===== src/common/rv_decode_pkg.sv =====
/*
  RV64 decoder shared definitions
  Widths, the function and immediate-kind encodings, the instruction
  word union with its register and immediate views, and the control
  and command records passed between the decode stages
*/

`default_nettype none

package rv_decode_pkg;

  //////////////////////////////////////////////////
  // Widths
  //////////////////////////////////////////////////

  localparam int XLEN     = 64;  // Data width
  localparam int ILEN     = 32;  // Instruction width
  localparam int NUM_REGS = 32;  // Integer register file only

  localparam bit EN_MUL_DEF = 1'b1;  // M extension on by default

  typedef logic [4:0]          reg_idx_t;
  typedef logic [NUM_REGS-1:0] reg_mask_t;
  typedef logic [ILEN-1:0]     instr_word_t;

  //////////////////////////////////////////////////
  // Instruction word views
  //////////////////////////////////////////////////

  // R-type field split
  typedef struct packed {
    logic [6:0] funct7;
    reg_idx_t   rs2;
    reg_idx_t   rs1;
    logic [2:0] funct3;
    reg_idx_t   rd;
    logic [6:0] opcode;
  } instr_r_t;

  // Immediate field split
  typedef struct packed {
    logic [19:0] imm_up;  // Bits 31:12, U/J upper field
    logic [4:0]  imm_lo;  // Bits 11:7, S/B low part
    logic [6:0]  opcode;
  } instr_imm_t;

  typedef union packed {
    instr_r_t   rfmt;
    instr_imm_t ifmt;
  } instr_u;

  //////////////////////////////////////////////////
  // Encodings
  //////////////////////////////////////////////////

  // INVALID sits at zero so a cleared command decodes as illegal
  typedef enum logic [7:0] {
    INVALID = 8'd0,
    // Upper immediate and jumps
    LUI, AUIPC, JAL, JALR,
    // Branches
    BEQ, BNE, BLT, BGE, BLTU, BGEU,
    // Loads and stores
    LB, LH, LW, LD, LBU, LHU, LWU,
    SB, SH, SW, SD,
    // Register-immediate
    ADDI, SLTI, SLTIU, XORI, ORI, ANDI,
    SLLI, SRLI, SRAI,
    // Register-register
    ADD, SUB, SLL, SLT, SLTU, XOR, SRL, SRA, OR, AND,
    // 32-bit word ops
    ADDIW, SLLIW, SRLIW, SRAIW,
    ADDW, SUBW, SLLW, SRLW, SRAW,
    // M extension
    MUL, MULH, MULHSU, MULHU, DIV, DIVU, REM, REMU,
    MULW, DIVW, DIVUW, REMW, REMUW
  } func_t;

  typedef enum logic [2:0] {
    NONE,
    IIMM,  // I-type, sign-extended
    SIMM,  // Store offset
    BIMM,  // Branch offset
    UIMM,  // Upper immediate
    JIMM,  // Jump offset
    AIMM   // Shift amount, 6 bits
  } imm_sel_t;

  //////////////////////////////////////////////////
  // Stage records
  //////////////////////////////////////////////////

  // Output of the match table
  typedef struct packed {
    func_t    func;
    imm_sel_t imm_sel;
    logic     rd_used;
    logic     rs1_used;
    logic     rs2_used;
    logic     jump;
  } decode_ctrl_t;

  // Registered command seen by the consumer
  typedef struct packed {
    func_t           func;
    reg_idx_t        rd;
    reg_idx_t        rs1;
    reg_idx_t        rs2;
    logic [XLEN-1:0] imm;
    logic            jump;     // Branch or jump
    reg_mask_t       reg_req;  // Registers this command touches
  } decoded_instr_t;

endpackage

`default_nettype wire


===== src/hdl/fetch_latch.sv =====
/*
  Fetch latch
  Input register of the decoder. Captures the instruction word
  whenever its strobe is high and carries the strobe one cycle on
*/

`default_nettype none

module fetch_latch (
  input  logic                        clk_i,
  input  logic                        i_rst_n,
  input  logic                        i_valid,
  input  rv_decode_pkg::instr_word_t  i_instr,
  output logic                        o_valid,
  output rv_decode_pkg::instr_u       o_instr
);

  // Strobe follows the input every cycle
  always_ff @(posedge clk_i or negedge i_rst_n) begin
    if (!i_rst_n) begin
      o_valid <= 1'b0;
    end else begin
      o_valid <= i_valid;
    end
  end

  // Word only moves on a valid cycle
  always_ff @(posedge clk_i or negedge i_rst_n) begin
    if (!i_rst_n) begin
      o_instr <= '0;
    end else if (i_valid) begin
      o_instr <= i_instr;  // Raw word into the union
    end
  end

endmodule

`default_nettype wire


===== src/decode/func_matcher.sv =====
/*
  Function matcher
  Mask/match table over the RV64I and M instruction encodings.
  The matching row gives the function, the immediate kind, which
  register fields are live and whether the instruction can jump.
  No match gives INVALID with everything else cleared
*/

`default_nettype none

module func_matcher #(
  parameter bit EN_MUL = rv_decode_pkg::EN_MUL_DEF
) (
  input  rv_decode_pkg::instr_u        i_instr,
  output rv_decode_pkg::decode_ctrl_t  o_ctrl
);

  import rv_decode_pkg::*;

  //////////////////////////////////////////////////
  // Table format
  //////////////////////////////////////////////////

  // Masks per format class
  localparam instr_word_t MASK_OP = 32'h0000_007F;  // Opcode only
  localparam instr_word_t MASK_F3 = 32'h0000_707F;  // Opcode and funct3
  localparam instr_word_t MASK_SH = 32'hFC00_707F;  // 64-bit shift, funct6
  localparam instr_word_t MASK_R  = 32'hFE00_707F;  // Full funct7

  // Register use as {rd, rs1, rs2}
  localparam logic [2:0] RG_D   = 3'b100;
  localparam logic [2:0] RG_DS1 = 3'b110;
  localparam logic [2:0] RG_S12 = 3'b011;
  localparam logic [2:0] RG_ALL = 3'b111;

  localparam int NUM_BASE = 49;
  localparam int NUM_MUL  = 13;

  typedef struct packed {
    instr_word_t mask;
    instr_word_t match;
    func_t       func;
    imm_sel_t    imm_sel;
    logic [2:0]  regs;
    logic        jump;
  } row_t;

  localparam decode_ctrl_t NO_CTRL = '{INVALID, NONE, 1'b0, 1'b0, 1'b0, 1'b0};

  localparam row_t BASE_TBL [NUM_BASE] = '{
    '{MASK_OP, 32'h0000_0037, LUI,   UIMM, RG_D,   1'b0},
    '{MASK_OP, 32'h0000_0017, AUIPC, UIMM, RG_D,   1'b0},
    '{MASK_OP, 32'h0000_006F, JAL,   JIMM, RG_D,   1'b1},
    '{MASK_F3, 32'h0000_0067, JALR,  IIMM, RG_DS1, 1'b1},
    '{MASK_F3, 32'h0000_0063, BEQ,   BIMM, RG_S12, 1'b1},
    '{MASK_F3, 32'h0000_1063, BNE,   BIMM, RG_S12, 1'b1},
    '{MASK_F3, 32'h0000_4063, BLT,   BIMM, RG_S12, 1'b1},
    '{MASK_F3, 32'h0000_5063, BGE,   BIMM, RG_S12, 1'b1},
    '{MASK_F3, 32'h0000_6063, BLTU,  BIMM, RG_S12, 1'b1},
    '{MASK_F3, 32'h0000_7063, BGEU,  BIMM, RG_S12, 1'b1},
    '{MASK_F3, 32'h0000_0003, LB,    IIMM, RG_DS1, 1'b0},
    '{MASK_F3, 32'h0000_1003, LH,    IIMM, RG_DS1, 1'b0},
    '{MASK_F3, 32'h0000_2003, LW,    IIMM, RG_DS1, 1'b0},
    '{MASK_F3, 32'h0000_3003, LD,    IIMM, RG_DS1, 1'b0},
    '{MASK_F3, 32'h0000_4003, LBU,   IIMM, RG_DS1, 1'b0},
    '{MASK_F3, 32'h0000_5003, LHU,   IIMM, RG_DS1, 1'b0},
    '{MASK_F3, 32'h0000_6003, LWU,   IIMM, RG_DS1, 1'b0},
    '{MASK_F3, 32'h0000_0023, SB,    SIMM, RG_S12, 1'b0},
    '{MASK_F3, 32'h0000_1023, SH,    SIMM, RG_S12, 1'b0},
    '{MASK_F3, 32'h0000_2023, SW,    SIMM, RG_S12, 1'b0},
    '{MASK_F3, 32'h0000_3023, SD,    SIMM, RG_S12, 1'b0},
    '{MASK_F3, 32'h0000_0013, ADDI,  IIMM, RG_DS1, 1'b0},
    '{MASK_F3, 32'h0000_2013, SLTI,  IIMM, RG_DS1, 1'b0},
    '{MASK_F3, 32'h0000_3013, SLTIU, IIMM, RG_DS1, 1'b0},
    '{MASK_F3, 32'h0000_4013, XORI,  IIMM, RG_DS1, 1'b0},
    '{MASK_F3, 32'h0000_6013, ORI,   IIMM, RG_DS1, 1'b0},
    '{MASK_F3, 32'h0000_7013, ANDI,  IIMM, RG_DS1, 1'b0},
    '{MASK_SH, 32'h0000_1013, SLLI,  AIMM, RG_DS1, 1'b0},
    '{MASK_SH, 32'h0000_5013, SRLI,  AIMM, RG_DS1, 1'b0},
    '{MASK_SH, 32'h4000_5013, SRAI,  AIMM, RG_DS1, 1'b0},
    '{MASK_R,  32'h0000_0033, ADD,   NONE, RG_ALL, 1'b0},
    '{MASK_R,  32'h4000_0033, SUB,   NONE, RG_ALL, 1'b0},
    '{MASK_R,  32'h0000_1033, SLL,   NONE, RG_ALL, 1'b0},
    '{MASK_R,  32'h0000_2033, SLT,   NONE, RG_ALL, 1'b0},
    '{MASK_R,  32'h0000_3033, SLTU,  NONE, RG_ALL, 1'b0},
    '{MASK_R,  32'h0000_4033, XOR,   NONE, RG_ALL, 1'b0},
    '{MASK_R,  32'h0000_5033, SRL,   NONE, RG_ALL, 1'b0},
    '{MASK_R,  32'h4000_5033, SRA,   NONE, RG_ALL, 1'b0},
    '{MASK_R,  32'h0000_6033, OR,    NONE, RG_ALL, 1'b0},
    '{MASK_R,  32'h0000_7033, AND,   NONE, RG_ALL, 1'b0},
    '{MASK_F3, 32'h0000_001B, ADDIW, IIMM, RG_DS1, 1'b0},
    '{MASK_R,  32'h0000_101B, SLLIW, AIMM, RG_DS1, 1'b0},  // 5-bit shamt
    '{MASK_R,  32'h0000_501B, SRLIW, AIMM, RG_DS1, 1'b0},
    '{MASK_R,  32'h4000_501B, SRAIW, AIMM, RG_DS1, 1'b0},
    '{MASK_R,  32'h0000_003B, ADDW,  NONE, RG_ALL, 1'b0},
    '{MASK_R,  32'h4000_003B, SUBW,  NONE, RG_ALL, 1'b0},
    '{MASK_R,  32'h0000_103B, SLLW,  NONE, RG_ALL, 1'b0},
    '{MASK_R,  32'h0000_503B, SRLW,  NONE, RG_ALL, 1'b0},
    '{MASK_R,  32'h4000_503B, SRAW,  NONE, RG_ALL, 1'b0}
  };

  decode_ctrl_t base_ctrl;
  decode_ctrl_t mul_ctrl;
  logic         mul_hit;

  function automatic decode_ctrl_t row_ctrl(input row_t r);
    decode_ctrl_t c;
    c.func     = r.func;
    c.imm_sel  = r.imm_sel;
    c.rd_used  = r.regs[2];
    c.rs1_used = r.regs[1];
    c.rs2_used = r.regs[0];
    c.jump     = r.jump;
    return c;
  endfunction

  // Rows are disjoint, at most one hits
  always_comb begin
    base_ctrl = NO_CTRL;
    for (int k = 0; k < NUM_BASE; k++) begin
      if ((i_instr & BASE_TBL[k].mask) == BASE_TBL[k].match) begin
        base_ctrl = row_ctrl(BASE_TBL[k]);
      end
    end
  end

  //////////////////////////////////////////////////
  // M extension rows
  //////////////////////////////////////////////////

  if (EN_MUL) begin : g_mul
    localparam row_t MUL_TBL [NUM_MUL] = '{
      '{MASK_R, 32'h0200_0033, MUL,    NONE, RG_ALL, 1'b0},
      '{MASK_R, 32'h0200_1033, MULH,   NONE, RG_ALL, 1'b0},
      '{MASK_R, 32'h0200_2033, MULHSU, NONE, RG_ALL, 1'b0},
      '{MASK_R, 32'h0200_3033, MULHU,  NONE, RG_ALL, 1'b0},
      '{MASK_R, 32'h0200_4033, DIV,    NONE, RG_ALL, 1'b0},
      '{MASK_R, 32'h0200_5033, DIVU,   NONE, RG_ALL, 1'b0},
      '{MASK_R, 32'h0200_6033, REM,    NONE, RG_ALL, 1'b0},
      '{MASK_R, 32'h0200_7033, REMU,   NONE, RG_ALL, 1'b0},
      '{MASK_R, 32'h0200_003B, MULW,   NONE, RG_ALL, 1'b0},
      '{MASK_R, 32'h0200_403B, DIVW,   NONE, RG_ALL, 1'b0},
      '{MASK_R, 32'h0200_503B, DIVUW,  NONE, RG_ALL, 1'b0},
      '{MASK_R, 32'h0200_603B, REMW,   NONE, RG_ALL, 1'b0},
      '{MASK_R, 32'h0200_703B, REMUW,  NONE, RG_ALL, 1'b0}
    };

    always_comb begin
      mul_hit  = 1'b0;
      mul_ctrl = NO_CTRL;
      for (int k = 0; k < NUM_MUL; k++) begin
        if ((i_instr & MUL_TBL[k].mask) == MUL_TBL[k].match) begin
          mul_hit  = 1'b1;
          mul_ctrl = row_ctrl(MUL_TBL[k]);
        end
      end
    end
  end else begin : g_no_mul
    // funct7 of 01 matches no base row, so M words fall to INVALID
    assign mul_hit  = 1'b0;
    assign mul_ctrl = NO_CTRL;
  end

  assign o_ctrl = mul_hit ? mul_ctrl : base_ctrl;

endmodule

`default_nettype wire


===== src/decode/imm_gen.sv =====
/*
  Immediate generator
  Builds every RV64 immediate form from the immediate view of the
  instruction word and passes on the one picked by the decoder
*/

`default_nettype none

module imm_gen (
  input  rv_decode_pkg::instr_u                 i_instr,
  input  rv_decode_pkg::imm_sel_t               i_imm_sel,
  output logic [rv_decode_pkg::XLEN-1:0]        o_imm
);

  import rv_decode_pkg::*;

  logic [19:0]     up;  // Instr bits 31:12
  logic [4:0]      lo;  // Instr bits 11:7
  logic [XLEN-1:0] iimm;
  logic [XLEN-1:0] simm;
  logic [XLEN-1:0] bimm;
  logic [XLEN-1:0] uimm;
  logic [XLEN-1:0] jimm;
  logic [XLEN-1:0] aimm;

  assign up = i_instr.ifmt.imm_up;
  assign lo = i_instr.ifmt.imm_lo;

  // Sign always comes from instr bit 31
  assign iimm = {{(XLEN-12){up[19]}}, up[19:8]};
  assign simm = {{(XLEN-12){up[19]}}, up[19:13], lo};
  assign bimm = {{(XLEN-13){up[19]}}, up[19], lo[0], up[18:13], lo[4:1], 1'b0};
  assign uimm = {{(XLEN-32){up[19]}}, up, 12'h000};
  assign jimm = {{(XLEN-21){up[19]}}, up[19], up[7:0], up[8], up[18:9], 1'b0};

  // Shift amount, unsigned
  assign aimm = {{(XLEN-6){1'b0}}, up[13:8]};

  always_comb begin
    case (i_imm_sel)
      IIMM:    o_imm = iimm;
      SIMM:    o_imm = simm;
      BIMM:    o_imm = bimm;
      UIMM:    o_imm = uimm;
      JIMM:    o_imm = jimm;
      AIMM:    o_imm = aimm;
      default: o_imm = '0;  // NONE and unused codes
    endcase
  end

endmodule

`default_nettype wire


===== src/hdl/decode_out_reg.sv =====
/*
  Decode output register
  Picks the live register fields, builds the required-register mask
  and registers the finished command together with its strobe
*/

`default_nettype none

module decode_out_reg (
  input  logic                                  clk_i,
  input  logic                                  i_rst_n,
  input  logic                                  i_valid,
  input  rv_decode_pkg::instr_u                 i_instr,
  input  rv_decode_pkg::decode_ctrl_t           i_ctrl,
  input  logic [rv_decode_pkg::XLEN-1:0]        i_imm,
  output logic                                  o_valid,
  output rv_decode_pkg::decoded_instr_t         o_cmd
);

  import rv_decode_pkg::*;

  reg_idx_t       rd;
  reg_idx_t       rs1;
  reg_idx_t       rs2;
  reg_mask_t      reg_req;
  decoded_instr_t cmd_d;

  // Unused fields read as x0
  assign rd  = i_ctrl.rd_used  ? i_instr.rfmt.rd  : '0;
  assign rs1 = i_ctrl.rs1_used ? i_instr.rfmt.rs1 : '0;
  assign rs2 = i_ctrl.rs2_used ? i_instr.rfmt.rs2 : '0;

  // Jumps claim the whole file
  always_comb begin
    reg_req      = {NUM_REGS{i_ctrl.jump}};
    reg_req[rd]  = 1'b1;
    reg_req[rs1] = 1'b1;
    reg_req[rs2] = 1'b1;
  end

  always_comb begin
    cmd_d.func    = i_ctrl.func;
    cmd_d.rd      = rd;
    cmd_d.rs1     = rs1;
    cmd_d.rs2     = rs2;
    cmd_d.imm     = i_imm;
    cmd_d.jump    = i_ctrl.jump;
    cmd_d.reg_req = reg_req;
  end

  always_ff @(posedge clk_i or negedge i_rst_n) begin
    if (!i_rst_n) begin
      o_valid <= 1'b0;
      o_cmd   <= '0;  // Decodes as INVALID
    end else begin
      o_valid <= i_valid;
      if (i_valid) begin
        o_cmd <= cmd_d;
      end
    end
  end

endmodule

`default_nettype wire


===== src/hdl/rv_decode_top.sv =====
/*
  RV64 instruction decoder, top level
  Input register, combinational decode and output register.
  Two cycles from input strobe to output strobe, no back-pressure
*/

`default_nettype none

module rv_decode_top #(
  parameter bit EN_MUL = rv_decode_pkg::EN_MUL_DEF  // M extension decode
) (
  input  logic                           clk_i,
  input  logic                           i_rst_n,
  input  logic                           i_valid,
  input  rv_decode_pkg::instr_word_t     i_instr,
  output logic                           o_valid,
  output rv_decode_pkg::decoded_instr_t  o_cmd
);

  import rv_decode_pkg::*;

  logic            fetch_valid;
  instr_u          fetch_instr;
  decode_ctrl_t    ctrl;
  logic [XLEN-1:0] imm;

  fetch_latch u_fetch (
    .clk_i   (clk_i),
    .i_rst_n (i_rst_n),
    .i_valid (i_valid),
    .i_instr (i_instr),
    .o_valid (fetch_valid),
    .o_instr (fetch_instr)
  );

  func_matcher #(.EN_MUL(EN_MUL)) u_match (
    .i_instr (fetch_instr),
    .o_ctrl  (ctrl)
  );

  imm_gen u_imm (
    .i_instr   (fetch_instr),
    .i_imm_sel (ctrl.imm_sel),
    .o_imm     (imm)
  );

  decode_out_reg u_out (
    .clk_i   (clk_i),
    .i_rst_n (i_rst_n),
    .i_valid (fetch_valid),
    .i_instr (fetch_instr),
    .i_ctrl  (ctrl),
    .i_imm   (imm),
    .o_valid (o_valid),
    .o_cmd   (o_cmd)
  );

endmodule

`default_nettype wire


===== config.mk =====
export PLATFORM = sky130hd
export DESIGN_NAME = rv_decode_top
export DESIGN_NICKNAME = d
export VERILOG_FILES = /design/src/common/rv_decode_pkg.sv /design/src/hdl/fetch_latch.sv /design/src/decode/func_matcher.sv /design/src/decode/imm_gen.sv /design/src/hdl/decode_out_reg.sv /design/src/hdl/rv_decode_top.sv
export SDC_FILE = /design/constraint.sdc
export NUM_CORES = 1
export LEC_CHECK = 0
export ABC_AREA = 0
export BUFFER_PORTS_ARGS = -buffer_cell sky130_fd_sc_hd__buf_2
export CORE_UTILIZATION = 45
export CTS_CLUSTER_DIAMETER = 100
export CTS_CLUSTER_SIZE = 30
export DETAILED_ROUTE_END_ITERATION = 16
export HOLD_SLACK_MARGIN = 0.08
export PLACE_DENSITY = 0.68
export SLEW_MARGIN = 10
export SYNTH_ARGS = -nofsm -noshare
export SYNTH_HDL_FRONTEND = slang
export SYNTH_SLANG_ARGS = --single-unit

===== constraint.sdc =====
create_clock -name clk_i -period 3.9 [get_ports clk_i]
set_input_delay 0.78 -clock clk_i [delete_from_list [all_inputs] [get_ports clk_i]]
set_output_delay 0.78 -clock clk_i [all_outputs]
set_load 0.02 [all_outputs]

==> results by group, run 1 <==
Status
  – Status: finished, final reports clean

Clocking
  – TritonCTS clock tree: built
  – Maximum root-to-sink buffer count: 2
  – Total CTS buffers: 17
  – CTS Root Cell: clkbuf_16
  – Post CTS Setup Buffer Count: 0
  – Cts hold-fix bufs: 0
  – Post-cts sizing count: 0
  – Clock slew at reported path FFs: 50 ps
  – Worst skew pair latency: approximately 420 ps
  – Clock Sinks: 120
  – H-tree depth: 4

Drt
  – TritonRoute pass-1 iters: 5
  – Remaining DRCs: 0
  – DR WL/cell: 19.43 um
  – Routed WL: ~21 mm
  – DR vias: around 6300
  – Vias per inst: about 6
  – Post-route ant nets: 0
  – DRT iter0 DRCs: 791

Global routing
  – Overflow after GRT: 0
  – GRT Util Overall: between 20% and 30%
  – First-pass GRT wire length: about 33 mm
  – Largest net degree at the start of global routing: slightly above 60
  – Vias in the first global route: 6059
  – Initial antenna violation count: 0

Logic synthesis
  – Synth Warn #: 0
  – Seq cells post-synth: 120
  – Ranking of synthesized cells by area: dfrtp_1, o22a_1, buf_4
  – Syn Area/Cell: roughly 9.4 um2
  – Largest area contributor in the netlist: dfrtp_1
  – Most numerous cell in the Yosys netlist: dfrtp_1
  – EDFF count, synth: 0
  – Post-synthesis sequential area ratio: 42.61%
  – Syn Inst Count: 750
  – Most instantiated cells after synthesis: dfrtp_1, nand2_1, buf_4
  – Asr flop ratio synth: 100.0%
  – Unique masters post-synth: 80
  – Top FF cell, synth: dfrtp_1
  – Netlist Area Pre-Place: between 7000 and 8000 um2
  – Post-synth top area share: between 40% and 50%

Placement
  – Placed cells: ~1000
  – GPL Wtd Cong: between 0.9 and 1
  – Hpwl dp: approximately 14 mm
  – Dpl cell area: ~7600 um2
  – Number of port buffers: 153

Finish
  – Area delta synth->final: 15.36%
  – Antenna diodes: 0
  – Post-Layout Cell Count: 1061
  – Layout cells sized above 1: 30.35%
  – Final Net Count: a little under 900
  – Design Area, Final: ~8000 um2

STA
  – Worst Tran Pin Value: roughly 900 ps
  – Period Utilization, post-route: 83.65%
  – Relative slew slack: about two fifths
  – RSZ-0062 raised after global routing: no
  – Final hold vios: 0
  – Clock Skews: 13.16 ps
  – TNS Setup: 0 ps
  – Slew Limit Fails: 0
  – Final setup viols: 0
  – Fmax: about 310 MHz
  – Final hold slack: around 430 ps
  – Post-layout minimum cycle time: around 3300 ps

Setup path
  – Crit path DAT: between 3000 and 4000 ps
  – Critical Path RT: between 4000 and 5000 ps
  – Critical Path End Type: flip-flop
  – Critical-path top delay cell: dfrtp_1
  – CP Launch Type: flip-flop
  – Critical path peak fanout: 26
  – Slowest stage delay, CP: approximately 900 ps
  – Crit-path cells: or2_2 > nor2_1 > o21ai_0 > nand3b_1 > nor2_2 > nor4_1 > o32a_1
  – CP Class: flip-flop to flip-flop

Floorplanning
  – I/O pin cnt: 156
  – Die width: between 100 and 150 um
  – Die ar.: 16170 um2
  – Placement Rows: between 40 and 50
  – Die Span Y: 127.2 um
  – Initial Utilization: ~46%
  – CORE AREA: between 15000 and 20000 um2

Pwr
  – Combinational cell fraction of total power: about 16%
  – Sw frac: 30.41%
  – Clock power frac: 42.3%
  – Leakage power: between 3 and 4 nW
  – Psw: approximately 1.1 mW
  – Total power: between 3 and 4 mW
  – Peak VDD IR: approximately 0.32 mV
  – Total internal power: about 2.4 mW
  – Sequential Power Share: between 40% and 50%
  – Total power per unit cell area: 431.7 nW/um2

Min path
  – Min-delay worst type: input pin to asynchronous set/reset pin

Flow run
  – # Max-Cap Violations: 0
-- metrics by stage --
stage,worst slack [ps],util (%)
2_1_floorplan,1021,-
3_3_place_gp,761.3,49.61
3_5_place_dp,729.7,49.61
4_1_cts,718.6,53.28
5_1_grt,364.7,53.28
6_report,637.8,53.28
-- sequential cells by signal, indices dropped and copies added (netlist names) --
| signal | cells |
|---|---|
| u_out.o_cmd | 86 |
| u_fetch.o_valid | 1 |
| u_out.o_valid | 1 |
| u_fetch.o_instr | 32 |
-- final timing paths --
| check | from | endpoint | slack [ps] | depth (start not counted) |
|---|---|---|---|---|
| max | u_fetch.o_instr[14] | u_out.o_cmd[4] | 640 | 7 |
| min | i_rst_n | u_fetch.o_instr[10] | 430 | 1 |
| max reg2reg | u_fetch.o_instr[14] | u_out.o_cmd[4] | 640 | 7 |
| min reg2reg | u_out.o_cmd[49] | u_out.o_cmd[49] | 500 | 1 |
| max in group asynchronous | i_rst_n | u_out.o_cmd[58] | 2600 | 2 |
| min in group clk_i | u_out.o_cmd[49] | u_out.o_cmd[49] | 500 | 1 |
-- critical path, delay by kind of cell, from the launching register on --
| kind | cells | cell delay [ps] |
|---|---|---|
| compound gates | 2 | 590 |
| flops | 1 | 900 |
| simple gates | 5 | 1630 |
-- logic make-up (layout without fill, tap and decap cells) --
group                     Yosys count  count (layout)  share of synthesized area (%)
xor gates and xnor gates            2               2                         0.2486
AOI/OAI and AO/OA                 200             200                          21.05
buffers and inverters             134             233                          10.92
DFF                               120             120                          42.61
muxes                              28              28                          4.420
and+or+nand+nor                   265             265                          20.70
other                               1               2                        0.05321
-- placed cells by master (no fill, tap or decap), drive strengths merged, types with 18 or more instances in the layout --
| master | netlist | layout |
|---|---|---|
| nand2 | 68 | 68 |
| nor4 | 22 | 22 |
| mux2 | 25 | 25 |
| nand3 | 22 | 22 |
| nor3 | 33 | 33 |
| a21oi | 25 | 25 |
| o21ai | 35 | 35 |
| clkbuf | 42 | 21 |
| inv | 29 | 29 |
| nor2 | 29 | 29 |
| o221ai | 27 | 27 |
| dfrtp | 120 | 120 |
| buf | 54 | 172 |
| o22a | 39 | 39 |
| nor2b | 18 | 18 |
-- power by group through the flow --
stage / sequential (mW) / combinational (mW) / clock, mW
4_1_cts: 1.47 / 0.551 / 1.52
3_5_place_dp: 1.49 / 0.548 / 0
6_report: 1.47 / 0.554 / 1.48
5_1_grt: 1.49 / 0.602 / 1.57
2_1_floorplan: 1.47 / 0.392 / 0
3_3_place_gp: 1.49 / 0.548 / 0
-- area by class of cell --
cell class                 count  area (um2)
tap                          211       264.0
timing repair buffer         172       910.9
clock buffer                  21       460.4
sequential                   120        3007
fill                        1412        7128
clock inverter                11       100.1
multi-input combinational    497        3279
inverter                      29       108.9
-- per-layer routing --
| metal | up-vias | global-route usage (%) | share of wire (%) |
|---|---|---|---|
| met4 | 0 | 10.78 | 2.0 |
| met2 | 324 | 39.66 | 45 |
| li1 | 2926 | - | - |
| met3 | 32 | 4.732 | 7.0 |
| met1 | 3067 | 38.16 | 46 |
| met5 | - | 0 | 0 |
Power figures use the tool's default switching activity.
==> run 2, diff against run 1 <==
- clock period: 3.9 -> 3.3 ns (I/O delays scaled with it)
==> run 2 against run 1 <==
First-iteration DRC count up 7.5%. Final cell count is 2.3% higher. Count of clock-buffer cells in the layout is 4 lower. Via count rose by 3.5%. Combinational power is 32% higher. Core utilization up 1.5 points. Non-clock buffer count grew 24. Largest power group unchanged. Highest routed layer unchanged. Maximum frequency up 8.3%. Worst setup slack got worse by 350 ps.
==> results by group, run 2 (synthesis gave the netlist of run 1 again) <==
Drt
  – DR vias: between 6000 and 7000
  – Routed WL: roughly 22 mm
  – DRT iter0 DRCs: 850
  – Remaining DRCs: 0
  – Post-route ant nets: 0
  – Vias per inst: 6.055
  – TritonRoute pass-1 iters: 5
  – DR WL/cell: 19.82 um

Flow run
  – # Max-Cap Violations: 0

Setup path
  – CP Class: flip-flop to flip-flop
  – Slowest stage delay, CP: roughly 610 ps
  – Critical Path End Type: flip-flop
  – R2R Path Start: u_fetch.o_instr[26]
  – Critical path's most frequent cell: or4_4
  – Crit-path cells: or4_4 > or4_4 > o2bb2a_4 > nand3b_1 > buf_4 > nand4b_1 > o221ai_1 > o22a_1
  – Critical Path RT: between 3000 and 4000 ps
  – Critical-path top delay cell: or4_4
  – Worst Setup SP: u_fetch.o_instr[26]
  – CP Launch Type: flip-flop
  – Crit path DAT: ~3400 ps
  – Critical path peak fanout: 10

Floorplanning
  – Die width: between 100 and 150 um
  – Placement Rows: 45
  – CORE AREA: between 15000 and 20000 um2
  – Die Span Y: ~130 um
  – I/O pin cnt: approximately 160
  – Die ar.: 16170 um2
  – Initial Utilization: between 40% and 50%

Pwr
  – Total power: 4.279 mW
  – Total power per unit cell area: just over 500 nW/um2
  – Peak VDD IR: slightly below 0.4 mV
  – Leakage power: about 3.9 nW

Placement
  – Place WS: ~350 ps
  – Dpl cell area: 7787 um2
  – Placed cells: between 1000 and 1500
  – Number of port buffers: between 150 and 200
  – GPL Wtd Cong: between 0.9 and 1
  – Hpwl dp: roughly 15 mm

Finish
  – Multi-input gate area: between 3000 and 4000 um2
  – Number of fill cells in the layout: 1382
  – Max FFs per register: 86
  – Largest regs: u_out.o_cmd: 86 flops, u_fetch.o_instr: 32 flops
  – Largest register by flop count: u_out.o_cmd
  – Layout cells sized above 1: 32.49%
  – Sequential cell area: ~3000 um2
  – Most frequent cells in the layout: buf_2, dfrtp_1, nand2_1
  – Design Area, Final: ~8400 um2
  – Area delta synth->final: 18.71%
  – Final Net Count: 896
  – Most common cell after layout, fill and taps aside: buf_2
  – Post-Layout Cell Count: 1085
  – Antenna diodes: 0

STA
  – RSZ-0062 raised after global routing: no
  – Slew Limit Fails: 0
  – Relative slew slack: about two fifths
  – Period Utilization, post-route: approximately nine tenths
  – Fmax: between 300 and 400 MHz
  – Worst Tran Pin Value: 924.6 ps
  – TNS Setup: 0 ps
  – Final hold vios: 0
  – Post-layout minimum cycle time: 3011 ps
  – Worst setup margin: 289.1 ps
  – Clock Skews: approximately 11 ps
  – Final setup viols: 0

Clocking
  – CTS Root Cell: clkbuf_16
  – TritonCTS clock tree: built
  – Post CTS Setup Buffer Count: 0
  – Total CTS buffers: 17
  – Worst skew pair latency: roughly 430 ps
  – Clock slew at reported path FFs: ~60 ps
  – H-tree depth: 4
  – Maximum root-to-sink buffer count: 2
  – Clock Sinks: 120
  – Post-cts sizing count: 0
  – Cts hold-fix bufs: 0

Status
  – Status: finished, final reports clean

Global routing
  – First-pass GRT wire length: 34.46 mm
  – GRT Util Overall: 27.57%
  – Largest net degree at the start of global routing: 70
  – Overflow after GRT: 0
  – Initial antenna violation count: 0
  – Vias in the first global route: between 6000 and 7000

Min path
  – Min-delay worst type: input pin to asynchronous set/reset pin
run 2: cell types whose count changed in the layout (fill, tap and decap cells not counted):
cell and change:
clkbuf_1 -2, buf_12 +3, clkbuf_8 -2, clkinv_4 -1
clkinvlp_4 +2, bufinv_16 +1, buf_4 +21, inv_6 +2
run 2: per-stage QoR:
stage	utilization (%)	hold WS, ps
CTS	54.83	285.2
detailed placement	51.04	482.4
global route	54.83	307.7
global placement	51.04	479.7
floorplan	-	364.4
finish	54.83	271.1
run 2: final cells by class:
type / count / share of cell area [%]
Timing Repair Buffer: 196 / 13.49
Multi-Input combinational cell: 497 / 39.20
Inverter: 29 / 1.301
Sequential cell: 120 / 35.94
Clock buffer: 17 / 5.084
Tap cell: 211 / 3.155
Clock inverter: 15 / 1.839
run 2: critical path: cells and delay by family (launching register included):
| kind | cells | cell delay [ps] |
|---|---|---|
| AOI/OAI and AO/OA | 3 | 720 |
| buffers and inverters | 1 | 190 |
| and+or+nand+nor | 4 | 1620 |
| DFF | 1 | 400 |
run 2: path summary, 6_finish.rpt:
| check | endpoint | slack, ps | depth (start not counted) |
|---|---|---|---|
| min in group clk_i | u_fetch.o_instr[31] | 460 | 3 |
| max in group asynchronous | u_out.o_cmd[45] | 2280 | 2 |
| setup / recovery | u_out.o_cmd[21] | 290 | 8 |
| hold / removal | u_out.o_cmd[1] | 270 | 1 |
| hold reg to reg | u_out.o_cmd[8] | 490 | 1 |
| setup reg to reg | u_out.o_cmd[21] | 290 | 8 |
run 2: where the power goes:
part / internal, mW / leakage (nW) / switching [mW] / total [mW]
Clock: 1.11 / 0.275 / 0.731 / 1.84
Sequential: 1.57 / 1.52 / 0.135 / 1.71
Combinational: 0.273 / 2.05 / 0.459 / 0.732
run 2: metal layers:
layer	track usage [%]	vias to the layer above	part of all wire [%]
li1	-	2959	-
met4	11.90	0	2.8
met1	38.62	3170	44
met3	7.286	52	8.8
met2	40.14	389	44
met5	0	-	0
